`config.mk`:
```
export PLATFORM = sky130hd
export DESIGN_NAME = csr_unit
export DESIGN_NICKNAME = d
export VERILOG_FILES = /design/src/source/csr_pkg.sv /design/src/source/irq_sync.sv /design/src/source/trap_ctrl.sv /design/src/source/csr_file.sv /design/src/source/csr_unit.sv
export VERILOG_INCLUDE_DIRS = /design/src /design/src/source
export SDC_FILE = /design/constraint.sdc
export NUM_CORES = 1
export LEC_CHECK = 0
export ABC_AREA = 1
export BUFFER_PORTS_ARGS = -buffer_cell sky130_fd_sc_hd__buf_4
export CORE_UTILIZATION = 54
export DETAILED_ROUTE_END_ITERATION = 12
export PLACE_DENSITY = 0.84
export SLEW_MARGIN = 5
export SYNTH_ARGS = -nofsm -noshare
export SYNTH_HDL_FRONTEND = slang
export SYNTH_SLANG_ARGS = --single-unit
```
`constraint.sdc`:
```
create_clock -name clk -period 2.8 [get_ports clk]
set_input_delay 0.42 -clock clk [delete_from_list [all_inputs] [get_ports clk]]
set_output_delay 0.42 -clock clk [all_outputs]
set_load 0.1 [all_outputs]
```
`src/source/csr_macros.svh`:
```
// Width, reset values, write masks and bit positions for the machine CSR unit; include where needed
`ifndef CSR_MACROS_SVH
`define CSR_MACROS_SVH

`define CSR_XLEN 64

// Reset values
`define MSTATUS_RST 64'h0000_0000_0000_1880    // MPP = machine, MPIE = 1
`define MIE_RST     64'h0000_0000_0000_0888

// Writable mstatus bits: SD, XS, FS, MPP, MPIE, MIE
`define MSTATUS_WMASK 64'h8000_0000_0001_F888

// RV64I: MXL = 2, extension I only
`define MISA_VAL 64'h8000_0000_0000_0100

// mstatus field positions
`define MSTATUS_MIE_BIT  3
`define MSTATUS_MPIE_BIT 7
`define MSTATUS_MPP_LSB  11
`define MSTATUS_FS_LSB   13
`define MSTATUS_XS_LSB   15
`define MSTATUS_SD_BIT   63

// mip / mie bit positions of the machine interrupts
`define MIP_MSIP_BIT 3
`define MIP_MTIP_BIT 7
`define MIP_MEIP_BIT 11

`endif

```
`src/source/csr_pkg.sv`:
```
// Shared CSR addresses, trap cause codes and the register word type; referenced as csr_pkg::name
`include "csr_macros.svh"

package csr_pkg;

  typedef logic [`CSR_XLEN-1:0] word_t;

  typedef enum logic [11:0] {
    CSR_MSTATUS   = 12'h300,
    CSR_MISA      = 12'h301,
    CSR_MIE       = 12'h304,
    CSR_MTVEC     = 12'h305,
    CSR_MSCRATCH  = 12'h340,
    CSR_MEPC      = 12'h341,
    CSR_MCAUSE    = 12'h342,
    CSR_MTVAL     = 12'h343,
    CSR_MIP       = 12'h344,
    CSR_MCYCLE    = 12'hB00,
    CSR_MVENDORID = 12'hF11,
    CSR_MARCHID   = 12'hF12,
    CSR_MIMPID    = 12'hF13,
    CSR_MHARTID   = 12'hF14
  } csr_addr_e;

  // Interrupt and exception codes overlap, excp_is_irq tells them apart
  typedef logic [5:0] cause_e;

  localparam cause_e CAUSE_INSN_MISALIGN  = 6'd0;
  localparam cause_e CAUSE_INSN_FAULT     = 6'd1;
  localparam cause_e CAUSE_ILLEGAL_INSN   = 6'd2;
  localparam cause_e CAUSE_BREAKPOINT     = 6'd3;
  localparam cause_e CAUSE_LOAD_MISALIGN  = 6'd4;
  localparam cause_e CAUSE_LOAD_FAULT     = 6'd5;
  localparam cause_e CAUSE_STORE_MISALIGN = 6'd6;
  localparam cause_e CAUSE_STORE_FAULT    = 6'd7;
  localparam cause_e CAUSE_ECALL_M        = 6'd11;

  localparam cause_e CAUSE_IRQ_M_SOFT  = 6'd3;
  localparam cause_e CAUSE_IRQ_M_TIMER = 6'd7;
  localparam cause_e CAUSE_IRQ_M_EXT   = 6'd11;

endpackage

```
`src/source/irq_sync.sv`:
```
// Two-flop synchronizers for the machine interrupt lines, producing the mip value for csr_unit
`timescale 1ns/1ps
`include "csr_macros.svh"

module irq_sync (
  input  logic           clk,
  input  logic           rst,
  input  logic [2:0]     irq_lines,   // [0] software, [1] timer, [2] external
  output csr_pkg::word_t mip
);

  logic [2:0] sync_meta;   // First stage, may go metastable
  logic [2:0] sync_out;

  always_ff @(posedge clk) begin
    if (rst) begin
      sync_meta <= '0;
      sync_out  <= '0;
    end else begin
      sync_meta <= irq_lines;
      sync_out  <= sync_meta;
    end
  end

  // Place each line on its architectural mip bit
  always_comb begin
    mip = '0;
    mip[`MIP_MSIP_BIT] = sync_out[0];
    mip[`MIP_MTIP_BIT] = sync_out[1];
    mip[`MIP_MEIP_BIT] = sync_out[2];
  end

endmodule

```
`src/source/trap_ctrl.sv`:
```
// Computes trap entry and mret CSR updates, the redirect PC and the interrupt request for csr_unit
`timescale 1ns/1ps
`include "csr_macros.svh"

module trap_ctrl (
  input  logic            excp_enter,
  input  logic            excp_exit,
  input  csr_pkg::cause_e excp_cause,
  input  logic            excp_is_irq,
  input  csr_pkg::word_t  excp_pc,
  input  csr_pkg::word_t  excp_tval,
  input  csr_pkg::word_t  mstatus,
  input  csr_pkg::word_t  mtvec,
  input  csr_pkg::word_t  mepc,
  input  csr_pkg::word_t  mie,
  input  csr_pkg::word_t  mip,
  output logic            trap_wr,
  output logic            trap_enter,
  output csr_pkg::word_t  new_mstatus,
  output csr_pkg::word_t  new_mepc,
  output csr_pkg::word_t  new_mcause,
  output csr_pkg::word_t  new_mtval,
  output csr_pkg::word_t  trap_pc,
  output logic            irq_req
);

  csr_pkg::word_t vec_base;
  csr_pkg::word_t vec_offset;

  assign trap_wr    = excp_enter | excp_exit;
  assign trap_enter = excp_enter;

  assign new_mepc   = excp_pc;
  assign new_mtval  = excp_tval;
  assign new_mcause = {excp_is_irq, {(`CSR_XLEN-7){1'b0}}, excp_cause};  // MSB flags interrupts

  // Interrupt-enable stack push on entry, pop on mret
  always_comb begin
    new_mstatus = mstatus;
    if (excp_enter) begin
      new_mstatus[`MSTATUS_MPIE_BIT]   = mstatus[`MSTATUS_MIE_BIT];
      new_mstatus[`MSTATUS_MIE_BIT]    = 1'b0;
      new_mstatus[`MSTATUS_MPP_LSB +: 2] = 2'b11;   // Only machine mode exists
    end else if (excp_exit) begin
      new_mstatus[`MSTATUS_MIE_BIT]  = mstatus[`MSTATUS_MPIE_BIT];
      new_mstatus[`MSTATUS_MPIE_BIT] = 1'b1;
    end
  end

  // Vectored mode sends interrupts to base + 4 * cause
  assign vec_base = {mtvec[`CSR_XLEN-1:2], 2'b00};
  assign vec_offset = (mtvec[1:0] == 2'b01 && excp_is_irq) ?
                      {{(`CSR_XLEN-8){1'b0}}, excp_cause, 2'b00} : '0;

  always_comb begin
    if (excp_enter) begin
      trap_pc = vec_base + vec_offset;
    end else if (excp_exit) begin
      trap_pc = mepc;
    end else begin
      trap_pc = '0;
    end
  end

  // Pending and enabled, with the global machine enable on
  assign irq_req = (|(mip & mie)) && mstatus[`MSTATUS_MIE_BIT];

endmodule

```
`src/source/csr_file.sv`:
```
// Machine CSR storage with write masking and same-cycle read bypass, instantiated inside csr_unit
`timescale 1ns/1ps
`include "csr_macros.svh"

module csr_file (
  input  logic           clk,
  input  logic           rst,
  input  logic           csr_rd_ena,
  input  logic [11:0]    csr_rd_addr,
  output csr_pkg::word_t csr_rd_data,
  input  logic           csr_wr_ena,
  input  logic [11:0]    csr_wr_addr,
  input  csr_pkg::word_t csr_wr_data,
  input  logic           trap_wr,      // Trap entry or mret updates mstatus
  input  logic           trap_enter,   // Trap entry also loads mepc, mcause, mtval
  input  csr_pkg::word_t new_mstatus,
  input  csr_pkg::word_t new_mepc,
  input  csr_pkg::word_t new_mcause,
  input  csr_pkg::word_t new_mtval,
  input  csr_pkg::word_t mip,
  output csr_pkg::word_t mstatus,
  output csr_pkg::word_t mtvec,
  output csr_pkg::word_t mepc,
  output csr_pkg::word_t mie
);

  csr_pkg::word_t mscratch;
  csr_pkg::word_t mcause;
  csr_pkg::word_t mtval;
  csr_pkg::word_t mcycle;

  logic wr_mstatus;
  logic wr_mie;
  logic wr_mtvec;
  logic wr_mscratch;
  logic wr_mepc;
  logic wr_mcause;
  logic wr_mtval;
  logic wr_mcycle;

  csr_pkg::word_t sw_mstatus;     // Software write value, legalized
  csr_pkg::word_t trap_mstatus;   // Trap update value, legalized
  csr_pkg::word_t mcycle_inc;
  csr_pkg::word_t rd_mux;

  // Keep only writable bits and derive SD from the FS and XS dirty states
  function automatic csr_pkg::word_t mstatus_legal(input csr_pkg::word_t value);
    csr_pkg::word_t masked;
    masked = value & `MSTATUS_WMASK;
    masked[`MSTATUS_SD_BIT] = (masked[`MSTATUS_FS_LSB +: 2] == 2'b11) ||
                              (masked[`MSTATUS_XS_LSB +: 2] == 2'b11);
    return masked;
  endfunction

  assign wr_mstatus  = csr_wr_ena && (csr_wr_addr == csr_pkg::CSR_MSTATUS);
  assign wr_mie      = csr_wr_ena && (csr_wr_addr == csr_pkg::CSR_MIE);
  assign wr_mtvec    = csr_wr_ena && (csr_wr_addr == csr_pkg::CSR_MTVEC);
  assign wr_mscratch = csr_wr_ena && (csr_wr_addr == csr_pkg::CSR_MSCRATCH);
  assign wr_mepc     = csr_wr_ena && (csr_wr_addr == csr_pkg::CSR_MEPC);
  assign wr_mcause   = csr_wr_ena && (csr_wr_addr == csr_pkg::CSR_MCAUSE);
  assign wr_mtval    = csr_wr_ena && (csr_wr_addr == csr_pkg::CSR_MTVAL);
  assign wr_mcycle   = csr_wr_ena && (csr_wr_addr == csr_pkg::CSR_MCYCLE);

  assign sw_mstatus   = mstatus_legal(csr_wr_data);
  assign trap_mstatus = mstatus_legal(new_mstatus);
  assign mcycle_inc   = mcycle + 1'b1;

  // Registers touched by traps; trap updates win over software writes
  always_ff @(posedge clk) begin
    if (rst) begin
      mstatus <= `MSTATUS_RST;
      mepc    <= '0;
      mcause  <= '0;
      mtval   <= '0;
    end else begin
      if (trap_wr) begin
        mstatus <= trap_mstatus;
      end else if (wr_mstatus) begin
        mstatus <= sw_mstatus;
      end
      if (trap_enter) begin
        mepc   <= new_mepc;
        mcause <= new_mcause;
        mtval  <= new_mtval;
      end else begin
        if (wr_mepc) mepc <= csr_wr_data;
        if (wr_mcause) mcause <= csr_wr_data;
        if (wr_mtval) mtval <= csr_wr_data;
      end
    end
  end

  // Software-only registers and the cycle counter
  always_ff @(posedge clk) begin
    if (rst) begin
      mie      <= `MIE_RST;
      mtvec    <= '0;
      mscratch <= '0;
      mcycle   <= '0;
    end else begin
      if (wr_mie) mie <= csr_wr_data;
      if (wr_mtvec) mtvec <= csr_wr_data;
      if (wr_mscratch) mscratch <= csr_wr_data;
      mcycle <= wr_mcycle ? csr_wr_data : mcycle_inc;
    end
  end

  always_comb begin
    rd_mux = '0;
    case (csr_rd_addr)
      csr_pkg::CSR_MSTATUS:  rd_mux = trap_wr ? trap_mstatus : (wr_mstatus ? sw_mstatus : mstatus);
      csr_pkg::CSR_MISA:     rd_mux = `MISA_VAL;
      csr_pkg::CSR_MIE:      rd_mux = wr_mie ? csr_wr_data : mie;
      csr_pkg::CSR_MTVEC:    rd_mux = wr_mtvec ? csr_wr_data : mtvec;
      csr_pkg::CSR_MSCRATCH: rd_mux = wr_mscratch ? csr_wr_data : mscratch;
      csr_pkg::CSR_MEPC:     rd_mux = trap_enter ? new_mepc : (wr_mepc ? csr_wr_data : mepc);
      csr_pkg::CSR_MCAUSE:   rd_mux = trap_enter ? new_mcause : (wr_mcause ? csr_wr_data : mcause);
      csr_pkg::CSR_MTVAL:    rd_mux = trap_enter ? new_mtval : (wr_mtval ? csr_wr_data : mtval);
      csr_pkg::CSR_MIP:      rd_mux = mip;   // Live from the synchronizers
      csr_pkg::CSR_MCYCLE:   rd_mux = wr_mcycle ? csr_wr_data : mcycle_inc;
      // ID registers read as zero
      csr_pkg::CSR_MVENDORID, csr_pkg::CSR_MARCHID,
      csr_pkg::CSR_MIMPID, csr_pkg::CSR_MHARTID: rd_mux = '0;
      default:               rd_mux = '0;
    endcase
  end

  assign csr_rd_data = (csr_rd_ena && !rst) ? rd_mux : '0;

endmodule

```
`src/source/csr_unit.sv`:
```
// Machine-mode CSR unit top level, wiring interrupt sync, trap control and the register file
`timescale 1ns/1ps

module csr_unit (
  input  logic            clk,
  input  logic            rst,
  input  logic            csr_rd_ena,
  input  logic [11:0]     csr_rd_addr,
  output csr_pkg::word_t  csr_rd_data,
  input  logic            csr_wr_ena,
  input  logic [11:0]     csr_wr_addr,
  input  csr_pkg::word_t  csr_wr_data,
  input  logic            excp_enter,
  input  logic            excp_exit,
  input  csr_pkg::cause_e excp_cause,
  input  logic            excp_is_irq,
  input  csr_pkg::word_t  excp_pc,
  input  csr_pkg::word_t  excp_tval,
  input  logic [2:0]      irq_lines,
  output csr_pkg::word_t  trap_pc,
  output logic            irq_req
);

  csr_pkg::word_t mip;
  csr_pkg::word_t mstatus;
  csr_pkg::word_t mtvec;
  csr_pkg::word_t mepc;
  csr_pkg::word_t mie;
  logic           trap_wr;
  logic           trap_enter;
  csr_pkg::word_t new_mstatus;
  csr_pkg::word_t new_mepc;
  csr_pkg::word_t new_mcause;
  csr_pkg::word_t new_mtval;

  irq_sync i_irq_sync (
    .clk       (clk),
    .rst       (rst),
    .irq_lines (irq_lines),
    .mip       (mip)
  );

  // Trap control sees the stored state, not the bypassed one
  trap_ctrl i_trap_ctrl (
    .excp_enter  (excp_enter),
    .excp_exit   (excp_exit),
    .excp_cause  (excp_cause),
    .excp_is_irq (excp_is_irq),
    .excp_pc     (excp_pc),
    .excp_tval   (excp_tval),
    .mstatus     (mstatus),
    .mtvec       (mtvec),
    .mepc        (mepc),
    .mie         (mie),
    .mip         (mip),
    .trap_wr     (trap_wr),
    .trap_enter  (trap_enter),
    .new_mstatus (new_mstatus),
    .new_mepc    (new_mepc),
    .new_mcause  (new_mcause),
    .new_mtval   (new_mtval),
    .trap_pc     (trap_pc),
    .irq_req     (irq_req)
  );

  csr_file i_csr_file (
    .clk         (clk),
    .rst         (rst),
    .csr_rd_ena  (csr_rd_ena),
    .csr_rd_addr (csr_rd_addr),
    .csr_rd_data (csr_rd_data),
    .csr_wr_ena  (csr_wr_ena),
    .csr_wr_addr (csr_wr_addr),
    .csr_wr_data (csr_wr_data),
    .trap_wr     (trap_wr),
    .trap_enter  (trap_enter),
    .new_mstatus (new_mstatus),
    .new_mepc    (new_mepc),
    .new_mcause  (new_mcause),
    .new_mtval   (new_mtval),
    .mip         (mip),
    .mstatus     (mstatus),
    .mtvec       (mtvec),
    .mepc        (mepc),
    .mie         (mie)
  );

endmodule

```
==> results of run 1 <==
per-layer routing:
metal,global-route usage,GRT overflow
met1,0.7512,0
met2,0.9079,2
met3,0.5977,0
met4,0.7085,1
met5,0.3938,0
cell families after synthesis:
| group | synth area share |
|---|---|
| flip-flops | 0.3269 |
| buffers and inverters | 0.1211 |
| adder cells (fa/ha/maj) | 0.003392 |
| XOR/XNOR | 0.01740 |
| AND/OR/NAND/NOR | 0.4333 |
| AO/OA/AOI/OAI | 0.09791 |
through the flow:
step / setup TNS, ns / cells / setup slack, ns / util
floorplan: -15.34 / 5319 / -0.5732 / -
global placement: -36.21 / 6864 / -0.6633 / 0.7060
detailed placement: -43.09 / 6864 / -0.6726 / 0.7060
CTS: -50.79 / 7198 / -0.8156 / 0.8609
timing repair:
item                                     CTS
cloned                                    20
setup buffers                            215
endpoints found under the hold margin      2
pin swaps                                346
endpoints found under the setup margin   125
gates resized for setup                 1327
hold buffers                               2
==> run metrics, run 1 <==
status=did not finish; Failed at=global routing (5_1_grt); Err=[ERROR GRT-0116] Global routing finished with congestion. Check the congestion regions in the DRC Viewer.; clock sink total=around 520; Die Width=between 200 and 250 µm; Async SR Flop Fraction=0; Distinct cells, synth=48; Buffers on Ports=360; root buffer cell=clkbuf_16; Tot GR Track Use=0.7466; top cells by count, synth=1,437 x nand2_1, 911 x nor2_1, 663 x inv_1; Yosys top cell area share=0.3269; Die Ht=roughly 240 µm; Placed Area=40,890 µm²; #FFs+latches synth=518; GPL Wtd Cong=1.091; largest net degree at the start of global routing=196; number of synthesized flops with an enable pin=0; Synth Cell Area=31,720 µm²; Post-Syn Instances=5,319; vias in the first global route=between 50,000 and 60,000; hpwl dp=124,200 µm; Mapped Nets=5,559; ranking of synthesized cells by area=dfxtp_1 33%, nand2_1 17%, nor2_1 11%, nand3_1 9.4%, inv_1 7.8%; most frequent cell after synthesis=nand2_1; global-route wire length before repair=327,800 µm; clock tree buffer depth=3; num rows=slightly below 90; post-synthesis sequential area ratio=0.3269; Starting Density=0.5477; Main synth FF type=dfxtp_1; # IOs=~360; final global-route overflow total=3; Syn Area/Cell=5.963 µm²; Synth area leader=dfxtp_1; Synthesis Warnings=0; Inserted Clock Buffers=57; # H-tree levels=2
==> inputs of run 2 (changes only) <==
Settings changed: CORE_UTILIZATION 54 to 40, PLACE_DENSITY 0.84 to unset, PLACE_DENSITY_LB_ADDON set to 0.15.
Clock period 2.8 ns to 3.64 ns, I/O delays scaled along.
==> run metrics, run 2 <==
worst min path class=input pin to flip-flop; DR DRC count=0; Post-Synth Simple-Gate Area=0.4333; Synthesis Warnings=0; Hold Crit Depth=3; Compound-Gate Fraction of Synth Area=0.09791; Inserted Clock Buffers=60; CTS tree=done; CP arrival=~3.4 ns; CTS clock-pin slew for the worst setup and hold paths=0.06 ns; Filler Cells Inserted=8,054; Worst path max stage delay=between 0.3 and 0.4 ns; antenna violations before repair=9; Synth area leader=dfxtp_1; most common cell after layout, fill and taps aside=nand2_1; relative slew slack=0.2867; RSZ-0062 raised after global routing=yes; clock sink total=518; Placed Area=37,110 µm²; CP max-delay cell=o21ai_4; total power=13.67 mW; Worst Setup End Kind=output pin; Pint=~10 mW; clock tree buffer depth=3; post-synthesis sequential area ratio=0.3269; Die Ht=283.6 µm; failing checks=negative setup slack; DP Worst Slack=-0.3264 ns; R2R depth=11; num rows=approximately 100; # H-tree levels=2; main combinational cell family by area after synthesis=simple AND/OR/NAND/NOR gates; nets=just under 6,000; fmax=0.2556 GHz; Synth Cell Area=31,720 µm²; vias=between 30,000 and 40,000; ant diodes=0; Period minus WS final=between 3 and 4 ns; Reg power frac=0.424; critical path's top delay family=buffers and inverters; Post-Syn Instances=5,319; Die Width=approximately 280 µm; Yosys top cell area share=0.3269; # setup viols final=50; ranking of synthesized cells by area=dfxtp_1 33%, nand2_1 17%, nor2_1 11%, nand3_1 9.4%, inv_1 7.8%; Worst Path Required=3.09 ns; final global-route overflow total=0; Slew Limit Fails=0; commonest cells after routing, fill and taps aside=1,364 x nand2_1, 843 x nor2_1, 651 x inv_1; Net Switching=3.698 mW; Main synth FF type=dfxtp_1; Pre-Repair DR Iteration Count=9; combinational share of power=0.103; fin area=41,690 µm²; placed insts=6,686; multiplexer share of the synthesized area=0; Tot GR Track Use=0.3956; share of post-route cells with drive strength above 1=0.2033; largest net degree at the start of global routing=191; most frequent CP cell=buf_6; Async SR Flop Fraction=0; wire length per cell=24.25 µm; Fin. Hold Viols=0; Synth Area in Adders=0.003392; Final WS setup=-0.2721 ns; #FFs+latches synth=between 500 and 600; hpwl dp=128,600 µm; CTS Hold Buffers Added=0; most frequent cell after synthesis=nand2_1; critical path cell sequence=nand3b_1 -> buf_6 -> buf_6 -> nor2_4 -> ha_4 -> buf_6 -> nand2_8 -> inv_6 -> a21oi_4 -> buf_6 -> o21ai_4 -> buf_4 -> nand2_2 -> xnor2_2 -> nand2_2 -> o21ai_4 -> buf_12; vias in the first global route=34,050; VDD IR max=396.8 µV; max_cap viols=0; pwr dens=327.9 nW/µm²; number of synthesized flops with an enable pin=0; vias per cell=5.509; Syn Area/Cell=5.963 µm²; total core area=~78,000 µm²; CP Max Fanout=4; non-filler instance count after layout=6,814; Worst Setup Path Type=flip-flop to output pin; crit start category=flip-flop; Synth Area in XOR/XNOR=0.01740; Distinct cells, synth=48; switch share=0.2705; Clock power frac=0.473; Buf+Inv Stages, Crit Path=7; # IOs=between 300 and 400; leakage power=roughly 19 nW; skew final=around 0.069 ns; CP Depth=17; Post-Route WL=165,300 µm; Mapped Nets=5,559; Starting Density=0.4068; fin crit share=1.075; Buffers on Ports=360; top cells by count, synth=1,437 x nand2_1, 911 x nor2_1, 663 x inv_1; DRT antenna net count=0; root buffer cell=clkbuf_16; Slew @ Worst Pin=1.070 ns; Area Growth Syn to Fin=31.43%; GPL Wtd Cong=1.018; Initial DRC Count=4,690; die area=80,430 µm²; status=finished, violations left; global-route wire length before repair=~230,000 µm; clock latency on the worst-skew pair=approximately 0.7 ns
==> run 2: cell counts after synthesis <==
Identical to the previous run, type by type.
==> run 2: area by class of cell <==
type	count	area [µm²]	area share
multi-input combinational	3834	19100	0.4582
sequential	518	10400	0.2495
timing repair buffer	634	6250	0.1499
inverter	677	2569	0.06161
clock buffer	91	1758	0.04217
tap	1040	1301	0.03121
clock inverter	20	309.0	0.007413
==> run 2: cells by family after synthesis <==
family / count (synthesis)
AO/OA/AOI/OAI: 524
flip-flops: 518
AND/OR/NAND/NOR: 3239
buffers and inverters: 967
adder cells (fa/ha/maj): 8
XOR/XNOR: 63
==> run 2: worst register-to-register path, stage by stage, from the launching register on <==
cell and delay, ns:
dfxtp_1 0.41, nand2_1 0.09, nor2_1 0.15, nand2_1 0.23, nor2_4 0.21, nand2_1 0.18
nor2_1 0.15, nand2_1 0.06, nand2_1 0.06, nand2_1 0.05, nand2_1 0.08, nor2_1 0.04
==> run 2: final timing paths <==
check / slack (ns) / from / to
setup / recovery: -0.27 / i_csr_file.mtvec[1] / trap_pc[31]
hold / removal: 0.08 / irq_lines[2] / i_irq_sync.sync_meta[2]
setup reg to reg: 1.71 / i_csr_file.mcycle[16] / i_csr_file.mcycle[57]
hold reg to reg: 0.40 / i_irq_sync.sync_meta[0] / i_irq_sync.sync_out[0]
==> run 2: power groups by stage <==
stage               combinational (mW)  clock [mW]  sequential [mW]
floorplan                        0.665           0             5.92
global placement                  1.29           0             5.92
detailed placement                1.30           0             5.92
CTS                               1.33        6.50             5.80
global route                      1.48        6.73             5.81
finish                            1.41        6.46             5.80
==> run 2: layer usage <==
layer	GRT usage	up-vias	part of all wire
li1	-	17660	-
met1	0.5646	17610	0.43
met2	0.5815	1998	0.42
met3	0.09397	263	0.12
met4	0.1259	2	0.035
met5	0	-	0.000073
==> run 2: stage by stage <==
| step | hold slack, ns | utilization | TNS [ns] |
|---|---|---|---|
| 3_5_place_dp | 0.3966 | 0.4759 | -4.736 |
| 2_1_floorplan | 0.3883 | - | -11.96 |
| 5_1_grt | 0.07661 | 0.5346 | -12.88 |
| 4_1_cts | 0.06093 | 0.5160 | -4.435 |
| 6_report | 0.08328 | 0.5346 | -6.435 |
| 3_3_place_gp | 0.3924 | 0.4759 | -3.778 |
==> run 2: repair_timing <==
| item | in CTS | in global routing |
|---|---|---|
| resized for setup | 286 | 360 |
| pin swaps | 26 | 75 |
| buffers inserted | 7 | 16 |
| setup endpoints to repair | 92 | 100 |
Note: power is estimated with default switching activity, not from simulation.
